### src/verilog/vr_log_pkg.sv
package vr_log_pkg;

    // Circular log geometry. LOG_DEPTH must stay a power of two.
    localparam int LOG_DEPTH   = 16;
    localparam int LOG_DEPTH_W = 4;

    // Operation, view-local commit numbers and entry payloads.
    localparam int OP_W    = 16;
    localparam int ENTRY_W = 32;    // Also the width of the commit checksum.

endpackage

### src/verilog/vr_msg_pkg.sv
package vr_msg_pkg;

    localparam int MSG_W  = 64;
    localparam int TYPE_W = 2;
    localparam int VIEW_W = 14;

    // Message type codes.
    localparam logic [TYPE_W-1:0] MSG_SETUP   = 2'd0;
    localparam logic [TYPE_W-1:0] MSG_PREPARE = 2'd1;
    localparam logic [TYPE_W-1:0] MSG_COMMIT  = 2'd2;

    // Reply kind codes.
    localparam logic [TYPE_W-1:0] RPL_SETUP_ACK   = 2'd0;
    localparam logic [TYPE_W-1:0] RPL_PREPARE_OK  = 2'd1;
    localparam logic [TYPE_W-1:0] RPL_COMMIT_DONE = 2'd2;
    localparam logic [TYPE_W-1:0] RPL_NACK        = 2'd3;

    // The reply word holds kind, view, num and data with kind in the top bits.
    localparam int RPL_DATA_LSB = 0;
    localparam int RPL_NUM_LSB  = RPL_DATA_LSB + vr_log_pkg::ENTRY_W;
    localparam int RPL_VIEW_LSB = RPL_NUM_LSB + vr_log_pkg::OP_W;
    localparam int RPL_KIND_LSB = RPL_VIEW_LSB + VIEW_W;

    typedef struct packed {
        logic [TYPE_W-1:0]              msg_type;
        logic [VIEW_W-1:0]              view;
        logic [vr_log_pkg::OP_W-1:0]    op_num;
        logic [vr_log_pkg::ENTRY_W-1:0] entry;
    } vr_prep_hdr_t;

    typedef struct packed {
        logic [TYPE_W-1:0]              msg_type;
        logic [VIEW_W-1:0]              view;
        logic [vr_log_pkg::OP_W-1:0]    commit_num;
        logic [vr_log_pkg::ENTRY_W-1:0] rsvd;
    } vr_commit_hdr_t;

    // SETUP words are read through the prepare view and only use type and view.
    typedef union packed {
        vr_prep_hdr_t   prepare;
        vr_commit_hdr_t commit;
    } vr_msg_u;

endpackage

### src/verilog/vr_ctrl.sv
`timescale 1ns/10ps

module vr_ctrl (
     input  logic                                clk
    ,input  logic                                rst_n

    ,input  logic                                in_val
    ,input  vr_msg_pkg::vr_msg_u                 in_msg
    ,output logic                                in_rdy

    ,output logic                                wr_en
    ,output logic [vr_log_pkg::LOG_DEPTH_W-1:0]  wr_addr
    ,output logic [vr_log_pkg::ENTRY_W-1:0]      wr_data

    ,output logic                                walk_start
    ,output logic [vr_log_pkg::LOG_DEPTH_W-1:0]  walk_first
    ,output logic [vr_log_pkg::OP_W-1:0]         walk_count
    ,input  logic                                walk_done
    ,input  logic [vr_log_pkg::ENTRY_W-1:0]      walk_sum

    ,output logic                                push
    ,output logic [vr_msg_pkg::TYPE_W-1:0]       rpl_kind
    ,output logic [vr_msg_pkg::VIEW_W-1:0]       rpl_view
    ,output logic [vr_log_pkg::OP_W-1:0]         rpl_num
    ,output logic [vr_log_pkg::ENTRY_W-1:0]      rpl_data
    ,input  logic                                full
);

    logic                               active;
    logic                               st_decide;
    logic                               st_walk;
    logic                               st_push;
    logic                               idle;
    logic                               accept;

    vr_msg_pkg::vr_msg_u                msg_q;

    logic [vr_msg_pkg::VIEW_W-1:0]      view;
    logic [vr_log_pkg::OP_W-1:0]        op_num;
    logic [vr_log_pkg::OP_W-1:0]        last_commit;
    logic [vr_log_pkg::OP_W-1:0]        next_op;
    logic [vr_log_pkg::OP_W-1:0]        first_op;
    logic [vr_log_pkg::OP_W-1:0]        occupancy;

    logic                               is_setup;
    logic                               prep_ok;
    logic                               commit_ok;

    logic [vr_msg_pkg::TYPE_W-1:0]      d_kind;
    logic [vr_msg_pkg::VIEW_W-1:0]      d_view;
    logic [vr_log_pkg::OP_W-1:0]        d_num;
    logic [vr_log_pkg::ENTRY_W-1:0]     d_data;

    logic [vr_msg_pkg::TYPE_W-1:0]      kind_q;
    logic [vr_msg_pkg::VIEW_W-1:0]      view_q;
    logic [vr_log_pkg::OP_W-1:0]        num_q;
    logic [vr_log_pkg::ENTRY_W-1:0]     data_q;

    assign idle   = active && !(st_decide || st_walk || st_push);
    assign in_rdy = idle && !full;
    assign accept = in_val && in_rdy;

    assign next_op   = op_num + 1'b1;
    assign first_op  = last_commit + 1'b1;
    assign occupancy = op_num - last_commit;

    assign is_setup  = msg_q.prepare.msg_type == vr_msg_pkg::MSG_SETUP;

    // The log still has a free slot when fewer than LOG_DEPTH entries are uncommitted.
    assign prep_ok = (msg_q.prepare.msg_type == vr_msg_pkg::MSG_PREPARE)
                  && (msg_q.prepare.view == view)
                  && (msg_q.prepare.op_num == next_op)
                  && (occupancy[vr_log_pkg::OP_W-1:vr_log_pkg::LOG_DEPTH_W] == '0);

    assign commit_ok = (msg_q.commit.msg_type == vr_msg_pkg::MSG_COMMIT)
                    && (msg_q.commit.view == view)
                    && (msg_q.commit.commit_num > last_commit)
                    && (msg_q.commit.commit_num <= op_num);

    // Reply for everything decided in one step; a NACK unless proven otherwise.
    always_comb begin
        d_kind = vr_msg_pkg::RPL_NACK;
        d_view = view;
        d_num  = op_num;
        d_data = '0;
        if (is_setup) begin
            d_kind = vr_msg_pkg::RPL_SETUP_ACK;
            d_view = msg_q.prepare.view;
            d_num  = '0;
        end else if (prep_ok) begin
            d_kind = vr_msg_pkg::RPL_PREPARE_OK;
            d_num  = msg_q.prepare.op_num;
        end
    end

    assign wr_en   = st_decide && prep_ok;
    assign wr_addr = msg_q.prepare.op_num[vr_log_pkg::LOG_DEPTH_W-1:0];
    assign wr_data = msg_q.prepare.entry;

    assign walk_start = st_decide && commit_ok;
    assign walk_first = first_op[vr_log_pkg::LOG_DEPTH_W-1:0];
    assign walk_count = msg_q.commit.commit_num - last_commit;

    assign push     = !full && ((st_decide && !commit_ok) || st_push);
    assign rpl_kind = st_push ? kind_q : d_kind;
    assign rpl_view = st_push ? view_q : d_view;
    assign rpl_num  = st_push ? num_q  : d_num;
    assign rpl_data = st_push ? data_q : d_data;

    always_ff @(posedge clk) begin
        if (accept) begin
            msg_q <= in_msg;
        end
    end

    always_ff @(posedge clk or negedge rst_n) begin
        if (!rst_n) begin
            active      <= 1'b0;
            st_decide   <= 1'b0;
            st_walk     <= 1'b0;
            st_push     <= 1'b0;
            view        <= '0;
            op_num      <= '0;
            last_commit <= '0;
        end else begin
            active <= 1'b1;
            if (accept) begin
                st_decide <= 1'b1;
            end
            if (st_decide) begin
                st_decide <= 1'b0;
                if (is_setup) begin
                    view        <= msg_q.prepare.view;
                    op_num      <= '0;
                    last_commit <= '0;
                end
                if (prep_ok) begin
                    op_num <= next_op;
                end
                if (commit_ok) begin
                    last_commit <= msg_q.commit.commit_num;
                    st_walk     <= 1'b1;
                end else if (full) begin
                    st_push <= 1'b1;   // Hold the reply until a queue slot frees.
                end
            end
            if (st_walk && walk_done) begin
                st_walk <= 1'b0;
                st_push <= 1'b1;
            end
            if (st_push && !full) begin
                st_push <= 1'b0;
            end
        end
    end

    always_ff @(posedge clk) begin
        if (st_decide && !commit_ok && full) begin
            kind_q <= d_kind;
            view_q <= d_view;
            num_q  <= d_num;
            data_q <= d_data;
        end
        if (st_walk && walk_done) begin
            kind_q <= vr_msg_pkg::RPL_COMMIT_DONE;
            view_q <= view;
            num_q  <= msg_q.commit.commit_num;
            data_q <= walk_sum;
        end
    end

endmodule

### src/verilog/vr_log_mem.sv
`timescale 1ns/10ps

module vr_log_mem (
     input  logic                                clk

    ,input  logic                                wr_en
    ,input  logic [vr_log_pkg::LOG_DEPTH_W-1:0]  wr_addr
    ,input  logic [vr_log_pkg::ENTRY_W-1:0]      wr_data

    ,input  logic                                rd_en
    ,input  logic [vr_log_pkg::LOG_DEPTH_W-1:0]  rd_addr
    ,output logic [vr_log_pkg::ENTRY_W-1:0]      rd_data
);

    logic [vr_log_pkg::ENTRY_W-1:0] entries [vr_log_pkg::LOG_DEPTH];

    always_ff @(posedge clk) begin
        if (wr_en) begin
            entries[wr_addr] <= wr_data;
        end
    end

    // Read data is valid on the cycle after rd_en.
    always_ff @(posedge clk) begin
        if (rd_en) begin
            rd_data <= entries[rd_addr];
        end
    end

endmodule

### src/verilog/vr_commit_walker.sv
`timescale 1ns/10ps

module vr_commit_walker (
     input  logic                                clk
    ,input  logic                                rst_n

    ,input  logic                                walk_start
    ,input  logic [vr_log_pkg::LOG_DEPTH_W-1:0]  walk_first
    ,input  logic [vr_log_pkg::OP_W-1:0]         walk_count
    ,output logic                                walk_done
    ,output logic [vr_log_pkg::ENTRY_W-1:0]      walk_sum

    ,output logic                                rd_en
    ,output logic [vr_log_pkg::LOG_DEPTH_W-1:0]  rd_addr
    ,input  logic [vr_log_pkg::ENTRY_W-1:0]      rd_data
);

    logic                               busy;
    logic                               pend;   // A read was issued last cycle.
    logic [vr_log_pkg::OP_W-1:0]        remain;
    logic [vr_log_pkg::ENTRY_W-1:0]     sum;

    assign rd_en     = busy && (remain != '0);
    assign walk_done = busy && (remain == '0);

    // The last entry arrives in the same cycle as walk_done.
    assign walk_sum = pend ? (sum ^ rd_data) : sum;

    always_ff @(posedge clk or negedge rst_n) begin
        if (!rst_n) begin
            busy   <= 1'b0;
            pend   <= 1'b0;
            remain <= '0;
        end else begin
            pend <= rd_en;
            if (walk_start) begin
                busy   <= 1'b1;
                remain <= walk_count;
            end else if (walk_done) begin
                busy <= 1'b0;
            end else if (rd_en) begin
                remain <= remain - 1'b1;
            end
        end
    end

    always_ff @(posedge clk) begin
        if (walk_start) begin
            rd_addr <= walk_first;
            sum     <= '0;
        end else begin
            if (rd_en) begin
                rd_addr <= rd_addr + 1'b1;   // Wraps with the circular log.
            end
            if (pend) begin
                sum <= sum ^ rd_data;
            end
        end
    end

endmodule

### src/verilog/vr_reply_queue.sv
`timescale 1ns/10ps

module vr_reply_queue (
     input  logic                                clk
    ,input  logic                                rst_n

    ,input  logic                                push
    ,input  logic [vr_msg_pkg::TYPE_W-1:0]       rpl_kind
    ,input  logic [vr_msg_pkg::VIEW_W-1:0]       rpl_view
    ,input  logic [vr_log_pkg::OP_W-1:0]         rpl_num
    ,input  logic [vr_log_pkg::ENTRY_W-1:0]      rpl_data
    ,output logic                                full

    ,output logic                                out_val
    ,output logic [vr_msg_pkg::MSG_W-1:0]        out_reply
    ,input  logic                                out_rdy
);

    logic [vr_msg_pkg::MSG_W-1:0]   rpl_word;
    logic [vr_msg_pkg::MSG_W-1:0]   slots [2];
    logic                           wr_ptr;
    logic                           rd_ptr;
    logic [1:0]                     count;
    logic                           pop;

    always_comb begin
        rpl_word = '0;
        rpl_word[vr_msg_pkg::RPL_KIND_LSB +: vr_msg_pkg::TYPE_W]  = rpl_kind;
        rpl_word[vr_msg_pkg::RPL_VIEW_LSB +: vr_msg_pkg::VIEW_W]  = rpl_view;
        rpl_word[vr_msg_pkg::RPL_NUM_LSB  +: vr_log_pkg::OP_W]    = rpl_num;
        rpl_word[vr_msg_pkg::RPL_DATA_LSB +: vr_log_pkg::ENTRY_W] = rpl_data;
    end

    assign out_val   = count != 2'd0;
    assign full      = count == 2'd2;
    assign out_reply = slots[rd_ptr];   // Head entry.
    assign pop       = out_val && out_rdy;

    always_ff @(posedge clk) begin
        if (push) begin
            slots[wr_ptr] <= rpl_word;
        end
    end

    always_ff @(posedge clk or negedge rst_n) begin
        if (!rst_n) begin
            wr_ptr <= 1'b0;
            rd_ptr <= 1'b0;
            count  <= 2'd0;
        end else begin
            if (push) begin
                wr_ptr <= ~wr_ptr;
            end
            if (pop) begin
                rd_ptr <= ~rd_ptr;
            end
            case ({push, pop})
                2'b10:   count <= count + 2'd1;
                2'b01:   count <= count - 2'd1;
                default: count <= count;
            endcase
        end
    end

endmodule

### src/verilog/vr_top.sv
`timescale 1ns/10ps

module vr_top (
     input  logic                            clk
    ,input  logic                            rst_n

    ,input  logic                            in_val
    ,input  vr_msg_pkg::vr_msg_u             in_msg
    ,output logic                            in_rdy

    ,output logic                            out_val
    ,output logic [vr_msg_pkg::MSG_W-1:0]    out_reply
    ,input  logic                            out_rdy
);

    logic                                wr_en;
    logic [vr_log_pkg::LOG_DEPTH_W-1:0]  wr_addr;
    logic [vr_log_pkg::ENTRY_W-1:0]      wr_data;

    logic                                rd_en;
    logic [vr_log_pkg::LOG_DEPTH_W-1:0]  rd_addr;
    logic [vr_log_pkg::ENTRY_W-1:0]      rd_data;

    logic                                walk_start;
    logic [vr_log_pkg::LOG_DEPTH_W-1:0]  walk_first;
    logic [vr_log_pkg::OP_W-1:0]         walk_count;
    logic                                walk_done;
    logic [vr_log_pkg::ENTRY_W-1:0]      walk_sum;

    logic                                push;
    logic [vr_msg_pkg::TYPE_W-1:0]       rpl_kind;
    logic [vr_msg_pkg::VIEW_W-1:0]       rpl_view;
    logic [vr_log_pkg::OP_W-1:0]         rpl_num;
    logic [vr_log_pkg::ENTRY_W-1:0]      rpl_data;
    logic                                full;

    vr_ctrl u_ctrl (
         .clk        (clk        )
        ,.rst_n      (rst_n      )
        ,.in_val     (in_val     )
        ,.in_msg     (in_msg     )
        ,.in_rdy     (in_rdy     )
        ,.wr_en      (wr_en      )
        ,.wr_addr    (wr_addr    )
        ,.wr_data    (wr_data    )
        ,.walk_start (walk_start )
        ,.walk_first (walk_first )
        ,.walk_count (walk_count )
        ,.walk_done  (walk_done  )
        ,.walk_sum   (walk_sum   )
        ,.push       (push       )
        ,.rpl_kind   (rpl_kind   )
        ,.rpl_view   (rpl_view   )
        ,.rpl_num    (rpl_num    )
        ,.rpl_data   (rpl_data   )
        ,.full       (full       )
    );

    vr_log_mem u_log_mem (
         .clk     (clk     )
        ,.wr_en   (wr_en   )
        ,.wr_addr (wr_addr )
        ,.wr_data (wr_data )
        ,.rd_en   (rd_en   )
        ,.rd_addr (rd_addr )
        ,.rd_data (rd_data )
    );

    vr_commit_walker u_walker (
         .clk        (clk        )
        ,.rst_n      (rst_n      )
        ,.walk_start (walk_start )
        ,.walk_first (walk_first )
        ,.walk_count (walk_count )
        ,.walk_done  (walk_done  )
        ,.walk_sum   (walk_sum   )
        ,.rd_en      (rd_en      )
        ,.rd_addr    (rd_addr    )
        ,.rd_data    (rd_data    )
    );

    vr_reply_queue u_reply_queue (
         .clk       (clk       )
        ,.rst_n     (rst_n     )
        ,.push      (push      )
        ,.rpl_kind  (rpl_kind  )
        ,.rpl_view  (rpl_view  )
        ,.rpl_num   (rpl_num   )
        ,.rpl_data  (rpl_data  )
        ,.full      (full      )
        ,.out_val   (out_val   )
        ,.out_reply (out_reply )
        ,.out_rdy   (out_rdy   )
    );

endmodule

### config.mk
export PLATFORM = sky130hd
export DESIGN_NAME = vr_top
export DESIGN_NICKNAME = d
export VERILOG_FILES = /design/src/verilog/vr_log_pkg.sv /design/src/verilog/vr_msg_pkg.sv /design/src/verilog/vr_ctrl.sv /design/src/verilog/vr_log_mem.sv /design/src/verilog/vr_commit_walker.sv /design/src/verilog/vr_reply_queue.sv /design/src/verilog/vr_top.sv
export SDC_FILE = /design/constraint.sdc
export NUM_CORES = 1
export LEC_CHECK = 0
export BUFFER_PORTS_ARGS = -buffer_cell sky130_fd_sc_hd__buf_2
export CORE_AREA = 2 2 253 255
export CTS_BUF_LIST = sky130_fd_sc_hd__clkbuf_2
export CTS_CLUSTER_SIZE = 20
export DETAILED_ROUTE_END_ITERATION = 7
export DIE_AREA = 0 0 255 257
export PLACE_DENSITY = 0.75
export REMOVE_ABC_BUFFERS = 1
export SETUP_SLACK_MARGIN = 0.15
export SLEW_MARGIN = 20
export SYNTH_ARGS = -nofsm -noshare
export SYNTH_HDL_FRONTEND = slang
export SYNTH_SLANG_ARGS = --single-unit
### constraint.sdc
create_clock -name clk -period 7.8 [get_ports clk]
set_input_delay 0.78 -clock clk [delete_from_list [all_inputs] [get_ports clk]]
set_output_delay 0.78 -clock clk [all_outputs]
set_load 0.01 [all_outputs]
==> run summary <==
Outcome: finished, final reports clean
Max Cap Viol: 0
Commonest non-fill, non-tap cells in the layout: 802 x edfxtp_1, 322 x clkbuf_2, 160 x mux4_2, 134 x dlygate4sd3_1, 132 x buf_2
First-pass GRT wire length: 129000 um
WHS Endpoint: u_reply_queue.rd_ptr$_DFFE_PN0P_
Vias: 21.4k
Drt drc: 0
Register-to-register setup slack: 2.45 ns
Fin. Hold Viols: 0
Vias per cell: 5.92
Switching pwr: 2.78 mW
Top-Level Pins: 134
Setup TNS: 0 ns
Largest net degree at the start of global routing: 83
HP Class: in2reg
Final GP Congestion: 0.925
Leak Pwr: 15.1 nW
Seq/Total Area, Yosys: 70.9%
Crit path required time: 8.80 ns
Register Area: 26600 um^2
Actual slew at the worst max-slew pin: 1.13 ns
Total GRT Usage: 26.7%
Combinational Power Share: 11.0%
Main synth FF type: edfxtp_1
Synth unique cells: 71
RSZ-0062 raised after global routing: false
Clock power share: 30.1%
Crit share post-route: 68.6%
WHS Path Cells: 4
Post-Syn Area per Cell: 17.1 um^2
Max-slew violations: 0
Int Pwr: 7.28 mW
Worst setup path class: reg2reg
Initial antenna violation count: 1
PD cells: 236 nW/um^2
CP Max Fanout: 32
Critical path's top delay family: simple AND/OR/NAND/NOR gates
Setup WS pre-CTS: 2.57 ns
Crit path buf inv count: 0
R2R depth: 10
Die Area: 65500 um^2
WL final: 85600 um
Hold path start: out_rdy
DRT iter0 DRCs: 1941
Vias in the first global route: 21.8k
Most common cell after layout, fill and taps aside: edfxtp_1
Share of the synthesized area in the top cell type: 64.3%
CP Cell Sequence: ha_1 > and3_1 > nand2_1 > or3_1 > mux2_1 > a2111o_1 > nor4_1 > and4b_1 > nand3_1 > nor2_4
Fillers: 4258
Leading area contributor after synthesis: edfxtp_1
RR Startpoint: u_ctrl.op_num[7]$_DFFE_PN0P_
Postcts setup bufs: 0
Critical path's slowest cell: nor2_4
Root buffer cell: clkbuf_2
Hold buffer count at cts: 134
Routed Antenna Nets: 0
Resize count post-CTS: 0
Post-layout util: 67.9%
Number of port buffers: 133
Die height: 257 um
R2R Path End: u_log_mem.entries[1][2]$_DFFE_PP_
Switch share: 27.6%
Top post-synthesis cells by area: edfxtp_1 64%, mux4_2 9.6%, dfrtp_1 4.8%, mux2_2 3.1%, dfxtp_1 1.8%
Longest Clk Path Bufs: 3
IR drop worst, VDD: 0.188 mV
Worst Skew: 0.106 ns
Yosys warnings: 0
Crit-path max cell delay: 0.98 ns
Die X: 255 um
Clk sinks: 908
#FFs+latches synth: 908
CTS tree: yes
Slew headroom: 25.0%
Multi-input logic area: 10400 um^2
Setup ws final: 2.45 ns
Post-Syn Instances: 2187
H-tree Lvls: 4
Area Overhead vs Synth: 13.7%
Initial DRT Pass Iterations: 5
NumNets Final: 2710
Setup violators final: 0
WL/cell: 23.6 um
Post-DP HPWL: 52800 um
Share of synthesized registers carrying an async set or reset: 7.93%
Starting density of the core: 59.7%
Reg clk slew, reported paths: 0.10 ns
Share of power burned in registers: 58.8%
Number of enable-type register cells in the synthesized netlist: 802
CP startpoint kind: flop
Layout cells sized above 1: 29.0%
Rows: 92
Peak Freq: 0.187 GHz
Core area: 62700 um^2
Total grt overflow: 0
Crit path DAT: 6.35 ns
Post-Layout Cell Count: 3621
Clk_lat worst skew: 1.48 ns
Placed Instances: 3079
Synthesized cell area: 37500 um^2
Setup crit end kind: flop
CTS Buf Count: 215
Min cycle time layout: 5.35 ns
layer usage:
layer	part of all wire (%)	track usage, %
met2	50	43.0
met5	0	0
met1	40	36.5
met3	8.0	5.97
met4	2.1	8.79
power by group through the flow:
stage,clock (mW),sequential (mW),combinational (mW)
3_5_place_dp,0,6.03,1.06
6_report,3.03,5.92,1.11
2_1_floorplan,0,5.93,0.660
3_3_place_gp,0,6.00,1.04
5_1_grt,3.36,5.96,1.20
4_1_cts,3.10,5.92,1.12
how the worst max path moves through the flow:
stage	from	endpoint	slack [ns]	cells past startpoint
detailed placement	u_ctrl.op_num[7]$_DFFE_PN0P_	u_log_mem.entries[8][0]$_DFFE_PP_	2.57	10
finish	u_ctrl.op_num[7]$_DFFE_PN0P_	u_log_mem.entries[1][2]$_DFFE_PP_	2.45	10
CTS	u_ctrl.op_num[7]$_DFFE_PN0P_	u_log_mem.entries[8][5]$_DFFE_PP_	2.48	10
global route	u_ctrl.op_num[7]$_DFFE_PN0P_	u_log_mem.entries[1][31]$_DFFE_PP_	2.15	10
floorplan	u_ctrl.msg_q[32]$_DFFE_PP_	u_walker.rd_addr[1]$_DFFE_PP_	0.13	11
global placement	u_ctrl.op_num[7]$_DFFE_PN0P_	u_log_mem.entries[11][3]$_DFFE_PP_	2.67	10
state kept, by name, indices dropped and copies added (netlist names), 2 cells and up:
register	count
u_log_mem.entries	512
u_reply_queue.slots	128
u_ctrl.msg_q	64
u_ctrl.data_q	32
u_log_mem.rd_data	32
u_walker.sum	32
u_ctrl.last_commit	16
u_ctrl.num_q	16
u_ctrl.op_num	16
u_walker.remain	16
u_ctrl.view	14
u_ctrl.view_q	14
u_walker.rd_addr	4
u_ctrl.kind_q	2
u_reply_queue.count	2
stage by stage:
step / hold WS (ns) / power [mW] / instance area (um^2)
floorplan: 0.448 / 6.59 / 37000
detailed placement: 0.487 / 7.09 / 39100
global route: 0.261 / 10.5 / 42600
global placement: 0.466 / 7.04 / 39100
CTS: 0.128 / 10.1 / 42400
finish: 0.325 / 10.1 / 42600
area by class of cell:
type	count	share of cell area (%)
Antenna cell	1	0.00587
Clock buffer	322	3.78
Clock inverter	78	0.910
Inverter	52	0.458
Multi-Input combinational cell	1119	24.5
Sequential cell	908	62.4
Tap cell	846	2.48
Timing Repair Buffer	295	5.50
tightest hold or removal path: stages:
cell and delay, ns:
dlygate4sd3_1 0.53, buf_2 0.13, and2_1 0.17, xor2_1 0.09
logic make-up after synthesis:
family / share of synthesized area (%)
fa+ha+maj: 1.72
buf+inv: 1.66
simple gates: 5.45
xor+xnor: 2.36
mux: 13.9
flops: 70.9
other cells: 0.0100
compound gates: 3.94
Yosys cell counts (7+ instances only):
master / instances
o21a_1: 13
a211oi_1: 8
xnor2_1: 42
o2bb2ai_1: 11
ha_1: 50
edfxtp_1: 802
nor2_1: 134
a21oi_1: 49
dfrtp_1: 72
nand4_1: 24
buf_1: 17
nand3_1: 21
nor2b_1: 7
mux2_2: 102
and2_1: 37
o31ai_1: 24
inv_1: 52
buf_2: 9
nor3_1: 17
o21ai_0: 57
mux4_2: 160
nand2b_1: 10
and3_1: 8
or3_1: 7
nand2_1: 132
a21o_1: 15
mux2_1: 7
dfxtp_1: 34
xor2_1: 59
nor4_1: 13
clkbuf_1: 80
mux2i_1: 39
Power figures use the tool's default switching activity.
